File: src/verilog/usb_ep_pkg.sv
`default_nettype none

package usb_ep_pkg;

  localparam int BYTE_W = 8;  // Stream data byte
  localparam int ENDP_W = 4;  // USB endpoint number

  localparam logic [ENDP_W-1:0] DATA_ENDPOINT = 4'd1;  // User bulk IN
  localparam logic [ENDP_W-1:0] TELE_ENDPOINT = 4'd2;  // Telemetry bulk IN

  // Telemetry queue geometry
  localparam int TELE_DEPTH        = 16;
  localparam int TELE_LEVEL_W      = 5;  // Holds 0 to TELE_DEPTH
  localparam int TELE_PACKET_WORDS = 8;
  localparam int TELE_BYTES        = 4;

  localparam int RST_STAGES = 4;  // Core reset synchronizer length

  // Snapshot taken on each high-speed SOF
  typedef struct packed {
    logic [1:0]  line_state;
    logic        high_speed;
    logic [4:0]  timeout_cnt;  // Saturating
    logic [7:0]  crc_cnt;      // Saturating
    logic [15:0] sof_cnt;      // Wrapping
  } tele_word_t;

  typedef enum logic {
    SRC_USER = 1'b0,
    SRC_TELE = 1'b1
  } in_src_e;

endpackage

`default_nettype wire

File: src/verilog/axis_byte_if.sv
`default_nettype none

interface axis_byte_if;
  import usb_ep_pkg::*;

  logic              tvalid;
  logic              tready;
  logic              tlast;
  logic              tkeep;
  logic [BYTE_W-1:0] tdata;

  modport source (
    output tvalid, tlast, tkeep, tdata,
    input  tready
  );

  modport sink (
    input  tvalid, tlast, tkeep, tdata,
    output tready
  );

endinterface

`default_nettype wire

File: src/verilog/link_status.sv
`default_nettype none

module link_status (
  input  logic                   clock,
  input  logic                   areset_n,
  input  logic                   usb_reset_i,
  input  logic                   high_speed_i,
  input  logic [1:0]             line_state_i,
  input  logic                   usb_sof_i,
  input  logic                   crc_err_i,
  input  logic                   timeout_i,
  output logic                   usb_reset_o,
  output usb_ep_pkg::tele_word_t word_o,
  output logic                   capture_o
);
  import usb_ep_pkg::*;

  logic [RST_STAGES-1:0] rst_n_q;
  logic [15:0] sof_cnt_q, sof_cnt_d;
  logic [7:0]  crc_cnt_q, crc_cnt_d;
  logic [4:0]  tout_cnt_q, tout_cnt_d;

  // Bus reset knocks out the final stage only
  always_ff @(posedge clock or negedge areset_n) begin
    if (!areset_n) begin
      rst_n_q <= '0;
    end else begin
      rst_n_q <= {rst_n_q[RST_STAGES-2] & ~usb_reset_i, rst_n_q[RST_STAGES-3:0], 1'b1};
    end
  end

  assign usb_reset_o = ~rst_n_q[RST_STAGES-1];

  always_comb begin
    sof_cnt_d  = usb_sof_i ? sof_cnt_q + 16'd1 : sof_cnt_q;  // Wraps
    crc_cnt_d  = (crc_err_i && crc_cnt_q != '1) ? crc_cnt_q + 8'd1 : crc_cnt_q;
    tout_cnt_d = (timeout_i && tout_cnt_q != '1) ? tout_cnt_q + 5'd1 : tout_cnt_q;
  end

  always_ff @(posedge clock) begin
    if (usb_reset_o) begin
      sof_cnt_q  <= '0;
      crc_cnt_q  <= '0;
      tout_cnt_q <= '0;
    end else begin
      sof_cnt_q  <= sof_cnt_d;
      crc_cnt_q  <= crc_cnt_d;
      tout_cnt_q <= tout_cnt_d;
    end
  end

  // Snapshot carries this cycle's events already counted
  always_comb begin
    word_o.line_state  = line_state_i;
    word_o.high_speed  = high_speed_i;
    word_o.timeout_cnt = tout_cnt_d;
    word_o.crc_cnt     = crc_cnt_d;
    word_o.sof_cnt     = sof_cnt_d;
  end

  assign capture_o = usb_sof_i & high_speed_i;

endmodule

`default_nettype wire

File: src/verilog/telemetry_capture.sv
`default_nettype none

module telemetry_capture (
  input  logic                                clock,
  input  logic                                usb_reset_i,
  input  usb_ep_pkg::tele_word_t              word_i,
  input  logic                                capture_i,
  output logic [usb_ep_pkg::TELE_LEVEL_W-1:0] level_o,
  output logic                                has_word_o,
  axis_byte_if.source                         tele_bus
);
  import usb_ep_pkg::*;

  tele_word_t fifo_mem [TELE_DEPTH];

  logic [$clog2(TELE_DEPTH)-1:0]        wr_ptr_q;
  logic [$clog2(TELE_DEPTH)-1:0]        rd_ptr_q;
  logic [TELE_LEVEL_W-1:0]              level_q;
  logic [$clog2(TELE_BYTES)-1:0]        byte_idx_q;  // Byte within head word
  logic [$clog2(TELE_PACKET_WORDS)-1:0] word_idx_q;  // Word within packet
  logic [TELE_BYTES*BYTE_W-1:0]         head_bits;
  logic                                 push;
  logic                                 pop;
  logic                                 byte_fire;

  // Captures that arrive while full are lost
  assign push      = capture_i && (level_q != TELE_LEVEL_W'(TELE_DEPTH));
  assign byte_fire = tele_bus.tvalid && tele_bus.tready;
  assign pop       = byte_fire && (&byte_idx_q);  // Last byte of the head word

  always_ff @(posedge clock) begin
    if (push) begin
      fifo_mem[wr_ptr_q] <= word_i;
    end
  end

  always_ff @(posedge clock) begin
    if (usb_reset_i) begin
      wr_ptr_q   <= '0;
      rd_ptr_q   <= '0;
      level_q    <= '0;
      byte_idx_q <= '0;
      word_idx_q <= '0;
    end else begin
      if (push) begin
        wr_ptr_q <= wr_ptr_q + 1'b1;
      end
      if (pop) begin
        rd_ptr_q   <= rd_ptr_q + 1'b1;
        word_idx_q <= word_idx_q + 1'b1;
      end
      if (byte_fire) begin
        byte_idx_q <= byte_idx_q + 1'b1;
      end

      if (push && !pop) begin
        level_q <= level_q + 1'b1;
      end else if (pop && !push) begin
        level_q <= level_q - 1'b1;
      end
    end
  end

  assign head_bits = fifo_mem[rd_ptr_q];

  // Serializer sends the least significant byte first
  assign tele_bus.tvalid = (level_q != '0);
  assign tele_bus.tdata  = head_bits[byte_idx_q*BYTE_W +: BYTE_W];
  assign tele_bus.tlast  = (&byte_idx_q) && (&word_idx_q);  // End of packet
  assign tele_bus.tkeep  = tele_bus.tvalid;

  assign level_o    = level_q;
  assign has_word_o = (level_q != '0);

endmodule

`default_nettype wire

File: src/verilog/bulk_in_arbiter.sv
`default_nettype none

module bulk_in_arbiter (
  input  logic                                clock,
  input  logic                                usb_reset_i,
  input  logic                                high_speed_i,
  input  logic [usb_ep_pkg::ENDP_W-1:0]       blk_endpt_i,
  input  logic                                blk_fetch_i,
  input  logic                                blk_in_ready_i,
  input  logic [usb_ep_pkg::TELE_LEVEL_W-1:0] tele_level_i,
  output logic                                blk_in_ready_o,
  input  logic                                s_axis_tvalid_i,
  input  logic                                s_axis_tlast_i,
  input  logic                                s_axis_tkeep_i,
  input  logic [usb_ep_pkg::BYTE_W-1:0]       s_axis_tdata_i,
  output logic                                s_axis_tready_o,
  axis_byte_if.sink                           tele_bus,
  axis_byte_if.source                         mux_bus
);
  import usb_ep_pkg::*;

  in_src_e src_q;
  logic    blk_in_ready_q;
  logic    ready_d;
  logic    tele_sel;

  // Telemetry only counts once a whole packet is queued
  always_comb begin
    ready_d = 1'b0;
    if (high_speed_i) begin
      if (blk_endpt_i == DATA_ENDPOINT && blk_in_ready_i) begin
        ready_d = 1'b1;
      end else if (blk_endpt_i == TELE_ENDPOINT &&
                   tele_level_i >= TELE_LEVEL_W'(TELE_PACKET_WORDS)) begin
        ready_d = 1'b1;
      end
    end
  end

  always_ff @(posedge clock) begin
    if (usb_reset_i) begin
      src_q          <= SRC_USER;
      blk_in_ready_q <= 1'b0;
    end else begin
      src_q          <= (blk_endpt_i == TELE_ENDPOINT) ? SRC_TELE : SRC_USER;
      blk_in_ready_q <= ready_d;
    end
  end

  assign tele_sel       = (src_q == SRC_TELE);
  assign blk_in_ready_o = blk_in_ready_q;

  assign mux_bus.tvalid = tele_sel ? tele_bus.tvalid : (blk_fetch_i & s_axis_tvalid_i);
  assign mux_bus.tlast  = tele_sel ? tele_bus.tlast : s_axis_tlast_i;
  assign mux_bus.tkeep  = tele_sel ? tele_bus.tkeep : s_axis_tkeep_i;
  assign mux_bus.tdata  = tele_sel ? tele_bus.tdata : s_axis_tdata_i;

  // Ready only goes back to the selected source
  assign tele_bus.tready = tele_sel & mux_bus.tready;
  assign s_axis_tready_o = blk_fetch_i & ~tele_sel & mux_bus.tready;

endmodule

`default_nettype wire

File: src/verilog/axis_skid.sv
`default_nettype none

module axis_skid (
  input  logic                          clock,
  input  logic                          usb_reset_i,
  axis_byte_if.sink                     in_bus,
  output logic                          m_axis_tvalid_o,
  input  logic                          m_axis_tready_i,
  output logic                          m_axis_tlast_o,
  output logic                          m_axis_tkeep_o,
  output logic [usb_ep_pkg::BYTE_W-1:0] m_axis_tdata_o
);
  import usb_ep_pkg::*;

  logic              main_valid_q, skid_valid_q, ready_q;
  logic              main_last_q, main_keep_q, skid_last_q, skid_keep_q;
  logic [BYTE_W-1:0] main_data_q, skid_data_q;
  logic              in_fire, main_free;

  assign in_fire   = in_bus.tvalid & ready_q;
  assign main_free = ~main_valid_q | m_axis_tready_i;  // Output empties this cycle

  always_ff @(posedge clock) begin
    if (usb_reset_i) begin
      main_valid_q <= 1'b0;
      skid_valid_q <= 1'b0;
      ready_q      <= 1'b0;
    end else if (main_free) begin
      main_valid_q <= skid_valid_q | in_fire;
      skid_valid_q <= 1'b0;
      ready_q      <= 1'b1;
    end else if (in_fire) begin
      skid_valid_q <= 1'b1;  // Second entry fills during a stall
      ready_q      <= 1'b0;
    end
  end

  // Older byte always leaves the payload registers first
  always_ff @(posedge clock) begin
    if (main_free) begin
      main_data_q <= skid_valid_q ? skid_data_q : in_bus.tdata;
      main_last_q <= skid_valid_q ? skid_last_q : in_bus.tlast;
      main_keep_q <= skid_valid_q ? skid_keep_q : in_bus.tkeep;
    end else if (in_fire) begin
      skid_data_q <= in_bus.tdata;
      skid_last_q <= in_bus.tlast;
      skid_keep_q <= in_bus.tkeep;
    end
  end

  assign in_bus.tready   = ready_q;
  assign m_axis_tvalid_o = main_valid_q;
  assign m_axis_tlast_o  = main_last_q;
  assign m_axis_tkeep_o  = main_keep_q;
  assign m_axis_tdata_o  = main_data_q;

endmodule

`default_nettype wire

File: src/verilog/usb_ep_bridge.sv
`default_nettype none

module usb_ep_bridge (
  input  logic                          clock,
  input  logic                          areset_n,
  input  logic                          usb_reset_i,
  output logic                          usb_reset_o,
  input  logic                          high_speed_i,
  input  logic [1:0]                    line_state_i,
  input  logic                          usb_sof_i,
  input  logic                          crc_err_i,
  input  logic                          timeout_i,
  output logic                          has_telemetry_o,
  input  logic [usb_ep_pkg::ENDP_W-1:0] blk_endpt_i,
  input  logic                          blk_fetch_i,
  input  logic                          blk_in_ready_i,
  output logic                          blk_in_ready_o,
  input  logic                          s_axis_tvalid_i,
  output logic                          s_axis_tready_o,
  input  logic                          s_axis_tlast_i,
  input  logic                          s_axis_tkeep_i,
  input  logic [usb_ep_pkg::BYTE_W-1:0] s_axis_tdata_i,
  output logic                          m_axis_tvalid_o,
  input  logic                          m_axis_tready_i,
  output logic                          m_axis_tlast_o,
  output logic                          m_axis_tkeep_o,
  output logic [usb_ep_pkg::BYTE_W-1:0] m_axis_tdata_o
);
  import usb_ep_pkg::*;

  tele_word_t              tele_word;
  logic                    tele_capture;
  logic [TELE_LEVEL_W-1:0] tele_level;

  axis_byte_if tele_bus ();  // Telemetry bytes to the arbiter
  axis_byte_if mux_bus ();   // Selected IN stream to the skid buffer

  link_status u_link_status (
    .clock        (clock),
    .areset_n     (areset_n),
    .usb_reset_i  (usb_reset_i),
    .high_speed_i (high_speed_i),
    .line_state_i (line_state_i),
    .usb_sof_i    (usb_sof_i),
    .crc_err_i    (crc_err_i),
    .timeout_i    (timeout_i),
    .usb_reset_o  (usb_reset_o),
    .word_o       (tele_word),
    .capture_o    (tele_capture)
  );

  telemetry_capture u_telemetry_capture (
    .clock       (clock),
    .usb_reset_i (usb_reset_o),
    .word_i      (tele_word),
    .capture_i   (tele_capture),
    .level_o     (tele_level),
    .has_word_o  (has_telemetry_o),
    .tele_bus    (tele_bus)
  );

  bulk_in_arbiter u_bulk_in_arbiter (
    .clock           (clock),
    .usb_reset_i     (usb_reset_o),
    .high_speed_i    (high_speed_i),
    .blk_endpt_i     (blk_endpt_i),
    .blk_fetch_i     (blk_fetch_i),
    .blk_in_ready_i  (blk_in_ready_i),
    .tele_level_i    (tele_level),
    .blk_in_ready_o  (blk_in_ready_o),
    .s_axis_tvalid_i (s_axis_tvalid_i),
    .s_axis_tlast_i  (s_axis_tlast_i),
    .s_axis_tkeep_i  (s_axis_tkeep_i),
    .s_axis_tdata_i  (s_axis_tdata_i),
    .s_axis_tready_o (s_axis_tready_o),
    .tele_bus        (tele_bus),
    .mux_bus         (mux_bus)
  );

  axis_skid u_axis_skid (
    .clock           (clock),
    .usb_reset_i     (usb_reset_o),
    .in_bus          (mux_bus),
    .m_axis_tvalid_o (m_axis_tvalid_o),
    .m_axis_tready_i (m_axis_tready_i),
    .m_axis_tlast_o  (m_axis_tlast_o),
    .m_axis_tkeep_o  (m_axis_tkeep_o),
    .m_axis_tdata_o  (m_axis_tdata_o)
  );

endmodule

`default_nettype wire

File: config.mk
export PLATFORM = sky130hd
export DESIGN_NAME = usb_ep_bridge
export DESIGN_NICKNAME = d
export VERILOG_FILES = /design/src/verilog/usb_ep_pkg.sv /design/src/verilog/axis_byte_if.sv /design/src/verilog/link_status.sv /design/src/verilog/telemetry_capture.sv /design/src/verilog/bulk_in_arbiter.sv /design/src/verilog/axis_skid.sv /design/src/verilog/usb_ep_bridge.sv
export SDC_FILE = /design/constraint.sdc
export NUM_CORES = 1
export LEC_CHECK = 0
export BUFFER_PORTS_ARGS = -buffer_cell sky130_fd_sc_hd__buf_2
export CAP_MARGIN = 20
export CORE_MARGIN = 5
export CORE_UTILIZATION = 52
export CTS_BUF_LIST = sky130_fd_sc_hd__clkbuf_16
export DETAILED_ROUTE_END_ITERATION = 10
export PLACE_DENSITY_LB_ADDON = 0.1
export SLEW_MARGIN = 25
export SYNTH_ARGS = -nofsm -noshare
export SYNTH_HDL_FRONTEND = slang
export SYNTH_HIERARCHICAL = 1
export SYNTH_SLANG_ARGS = --single-unit
File: constraint.sdc
create_clock -name clock -period 5.3 [get_ports clock]
set_input_delay 0.265 -clock clock [delete_from_list [all_inputs] [get_ports clock]]
set_output_delay 0.265 -clock clock [all_outputs]
set_load 0.02 [all_outputs]
==> summary.md <==
| Metric | Value |
|---|---|
| Fillers | `3143` |
| Commonest non-fill, non-tap cell in the layout | `edfxtp_1` |
| Ys Warns | `6` |
| Least-Margin Pin Slew | `about 1.0 ns` |
| Die ar. | `49300 µm²` |
| Layout cells sized above 1 | `between 20 and 30%` |
| Run status | `finished clean` |
| Fmax | `between 200 and 300 MHz` |
| CTS tree | `built` |
| Leakage Power | `0.00891 µW` |
| Distinct cells, synth | `60` |
| Final Hold Fails | `0` |
| Synth area leader | `edfxtp_1` |
| Vias per cell | `roughly 5.9` |
| Post-DP HPWL | `between 20000 and 30000 µm` |
| First-pass GRT wire length | `approximately 76000 µm` |
| Clock skew | `0.0259 ns` |
| Gate power share | `~1.7%` |
| Final TNS setup | `0 ns` |
| Largest net degree at the start of global routing | `52` |
| Post-synth net total | `1212` |
| Core Footprint | `between 40000 and 50000 µm²` |
| Global Route met2 Usage | `about a third` |
| CTS H-tree lvls | `2` |
| Register area | `~17000 µm²` |
| Clock share of power | `between 40% and 50%` |
| Startpoint types | `flop` |
| Power Density | `348 nW/µm²` |
| P_int | `roughly 7500 µW` |
| Nets | `~1300` |
| Crit path DAT | `roughly 3.8 ns` |
| CP required | `approximately 5.7 ns` |
| Mapped Avg Cell Area | `approximately 20 µm²` |
| Placed instance count | `1784` |
| Crit end category | `flop` |
| CTS buffer count | `between 50 and 60` |
| # diodes | `0` |
| Register clock-pin slew on the reported worst setup and hold paths | `0.06 ns` |
| GRT met1 Usage | `29.9%` |
| Row count | `just under 80` |
| 1st-iter DRT viols | `about 1100` |
| Most frequent cells in the layout | `edfxtp_1, mux4_2, clkbuf_16` |
| Grt ovf | `0` |
| Cell area after synthesis | `23400 µm²` |
| Initial Util | `52.8%` |
| Max-slew violations | `0` |
| Post-synth EDFFs | `532` |
| Mapped Cells | `approximately 1200` |
| Switch share | `a little under 20%` |
| Dpl ws | `around 1.8 ns` |
| Sequential-to-total area share from yosys stat | `roughly 74%` |
| Bufs and invs on worst path | `1` |
| R2R depth | `8` |
| Hold Path End | `u_bulk_in_arbiter/blk_in_ready_o` |
| Busiest metal layer after global routing | `met2` |
| Synth area leaders | `edfxtp_1, mux4_2, dfxtp_1` |
| Routed Wire Length | `50500 µm` |
| Asr flop ratio synth | `0.676%` |
| Seq pwr share | `about 55%` |
| R2R Setup Slk | `between 1.5 and 2 ns` |
| Layout area overhead | `13.9%` |
| Final clock period utilization by the worst path | `65.8%` |
| Hold Slack | `around 0.051 ns` |
| Family with the most delay on the worst path | `multiplexers` |
| Final setup margin | `about 1.8 ns` |
| Post-layout minimum cycle time | `3.49 ns` |
| Deepest clock path buffer count | `3` |
| WS Path Type | `reg -> reg` |
| Crit-path max cell delay | `0.81 ns` |
| Worst Hold Class | `in -> reg` |
| Antenna-violating nets left | `0` |
| Die Y | `around 220 µm` |
| Hold path start | `blk_endpt_i[1]` |
| Post-cts resize count | `0` |
| Antenna violations before repair | `0` |
| GRT Total Usage | `between 20% and 30%` |
| Footprint of the multi-input gates | `roughly 6000 µm²` |
| CP dominant cell by count | `mux2_4` |
| Crit-path max FO | `31` |
| Routed len/inst | `~26 µm` |
| Slew HR | `30.7%` |
| Worst-Skew Late Latency | `around 0.62 ns` |
| Synth top area share | `68.3%` |
| Final setup fails | `0` |
| Crit path cell chain | `buf_4, mux4_2, mux2i_1, o22ai_1, o21ai_0, o31ai_1, mux2_4, mux2_4` |
| Root Buffer | `clkbuf_16` |
| Slowest cell on crit path | `dfxtp_4` |
| Horiz. Die Dim | `about 220 µm` |
| # DRC | `0` |
| Unrepaired setup endpoints after global routing | `false` |
| Vias after detailed routing | `11300` |
| Post-CTS Setup Inserts | `0` |
| I/O Buffers | `41` |
| WHS Path Cells | `3` |
| Number of global-route vias before repair | `approximately 11000` |
| Peak VDD IR | `281 µV` |
| Seq cells post-synth | `592` |
| Main flop type after synthesis | `edfxtp_1` |
| Max-cap violations | `0` |
| IO Count | `42` |
| Reg2reg end | `u_axis_skid/m_axis_tdata_o[1]` |
| Clk sink count | `between 500 and 600` |
| Gpl congestion | `approximately 0.8` |
| Number of cells on the critical path | `8` |
| Drt pass-1 iters | `5` |
| Final non-filler cell total | `1913` |
| Switch Pwr | `~1800 µW` |
| M3 GR Usage | `3.87%` |
[worst min-delay path, delay by kind of cell]
kind | cells | cell delay (ns)
AOI/OAI and AO/OA | 1 | 0.07
and+or+nand+nor | 1 | 0.17
buffers and inverters | 1 | 0.09
[cells by family (layout without fill, tap and decap cells)]
kind of cell / count (synthesis) / in the layout / share of synthesized area (%)
AOI/OAI and AO/OA: 80 / 80 / 2.47
xor gates and xnor gates: 32 / 32 / 1.23
adders and majority gates: 17 / 17 / 0.942
buffers and inverters: 62 / 215 / 1.64
DFF: 592 / 592 / 73.5
muxes: 194 / 194 / 15.9
other: 1 / 1 / 0.0160
and+or+nand+nor: 190 / 190 / 4.29
[sequential cells by signal (all words and copies together), names as in the netlist, named ones only]
| name | cells |
|---|---|
| u_link_status/sof_cnt_q | 16 |
| u_bulk_in_arbiter/src_q | 1 |
| u_bulk_in_arbiter/blk_in_ready_o | 1 |
| u_axis_skid/skid_data_q | 8 |
| u_axis_skid/skid_valid_q | 1 |
| u_axis_skid/skid_keep_q | 1 |
| u_axis_skid/m_axis_tlast_o | 1 |
| u_axis_skid/in_bus.tready | 1 |
| u_link_status/tout_cnt_q | 5 |
| u_telemetry_capture/word_idx_q | 3 |
| u_telemetry_capture/wr_ptr_q | 4 |
| u_link_status/rst_n_q | 4 |
| u_link_status/crc_cnt_q | 8 |
| u_axis_skid/m_axis_tdata_o | 8 |
| u_axis_skid/m_axis_tvalid_o | 1 |
| u_telemetry_capture/byte_idx_q | 2 |
| u_axis_skid/skid_last_q | 1 |
| u_telemetry_capture/fifo_mem | 512 |
| u_telemetry_capture/level_o | 5 |
| u_telemetry_capture/rd_ptr_q | 4 |
| u_axis_skid/m_axis_tkeep_o | 1 |
[metal layers]
layer  routed length, µm  part of all wire [%]
met1               21900                    43
met2               24100                    48
met3                3280                   6.5
met4                1160                   2.3
met5                   0                     0
[Yosys cell counts, types with 2 or more instances]
master / n
mux2i_1: 26
ha_1: 16
o21ai_1: 4
mux4_1: 2
buf_2: 14
and3_1: 8
dfrtp_1: 4
a211oi_1: 2
and2_1: 26
or3_1: 2
a2111oi_2: 4
nor2b_1: 6
a21oi_1: 12
a21o_1: 6
dfxtp_1: 56
a22oi_1: 6
inv_1: 6
edfxtp_1: 532
o221ai_1: 4
o22ai_1: 22
and2_2: 2
nor2_1: 56
mux2_4: 15
buf_6: 9
nor3_1: 17
buf_4: 13
nand4_1: 11
or2_2: 2
o31ai_1: 2
mux4_2: 131
xor2_1: 12
o21ai_0: 9
nand2b_1: 13
nand2_1: 29
nand3_1: 5
nor4_1: 2
and4_1: 3
nand3b_1: 2
clkbuf_1: 19
xnor2_1: 19
mux2_2: 20
[stage by stage]
step	util (%)	area, µm²	power, µW
2_1_floorplan	-	23400	5270
3_5_place_dp	55.2	24500	5320
3_3_place_gp	55.1	24400	5320
6_report	60.1	26600	9280
5_1_grt	60.1	26600	9590
4_1_cts	59.9	26600	9380
[area by class of cell]
cell class	instances	share of cell area [%]
Timing Repair Buffer	97	2.65
Sequential cell	592	64.6
Inverter	6	0.0846
Clock inverter	52	1.54
Clock buffer	60	5.64
Multi-Input combinational cell	514	22.7
Tap cell	592	2.78
[power by group through the flow]
stage	clock network (µW)	registers, µW	logic [µW]
finish	4050	5070	158
global route	4340	5070	175
CTS	4150	5070	160
detailed placement	0	5170	150
global placement	0	5170	146
floorplan	0	5180	88.7
[repair_timing]
| item | 4_1_cts | 5_1_grt |
|---|---|---|
| hold endpoints to repair | 33 | 0 |
| endpoints found under the setup margin | 0 | 0 |
| hold buffers | 17 | 0 |
[worst max path at each step]
| stage | from | end | slack [ns] |
|---|---|---|---|
| 2_1_floorplan | u_telemetry_capture/level_o[0] | u_telemetry_capture/fifo_mem[3][0] | 1.45 |
| 3_3_place_gp | flop | u_axis_skid/m_axis_tdata_o[1] | 1.76 |
| 3_5_place_dp | flop | u_axis_skid/m_axis_tdata_o[1] | 1.79 |
| 4_1_cts | flop | u_axis_skid/m_axis_tdata_o[1] | 1.79 |
| 5_1_grt | flop | u_axis_skid/m_axis_tdata_o[1] | 1.60 |
| 6_report | flop | u_axis_skid/m_axis_tdata_o[1] | 1.81 |
Note: power is estimated with default switching activity, not from simulation.
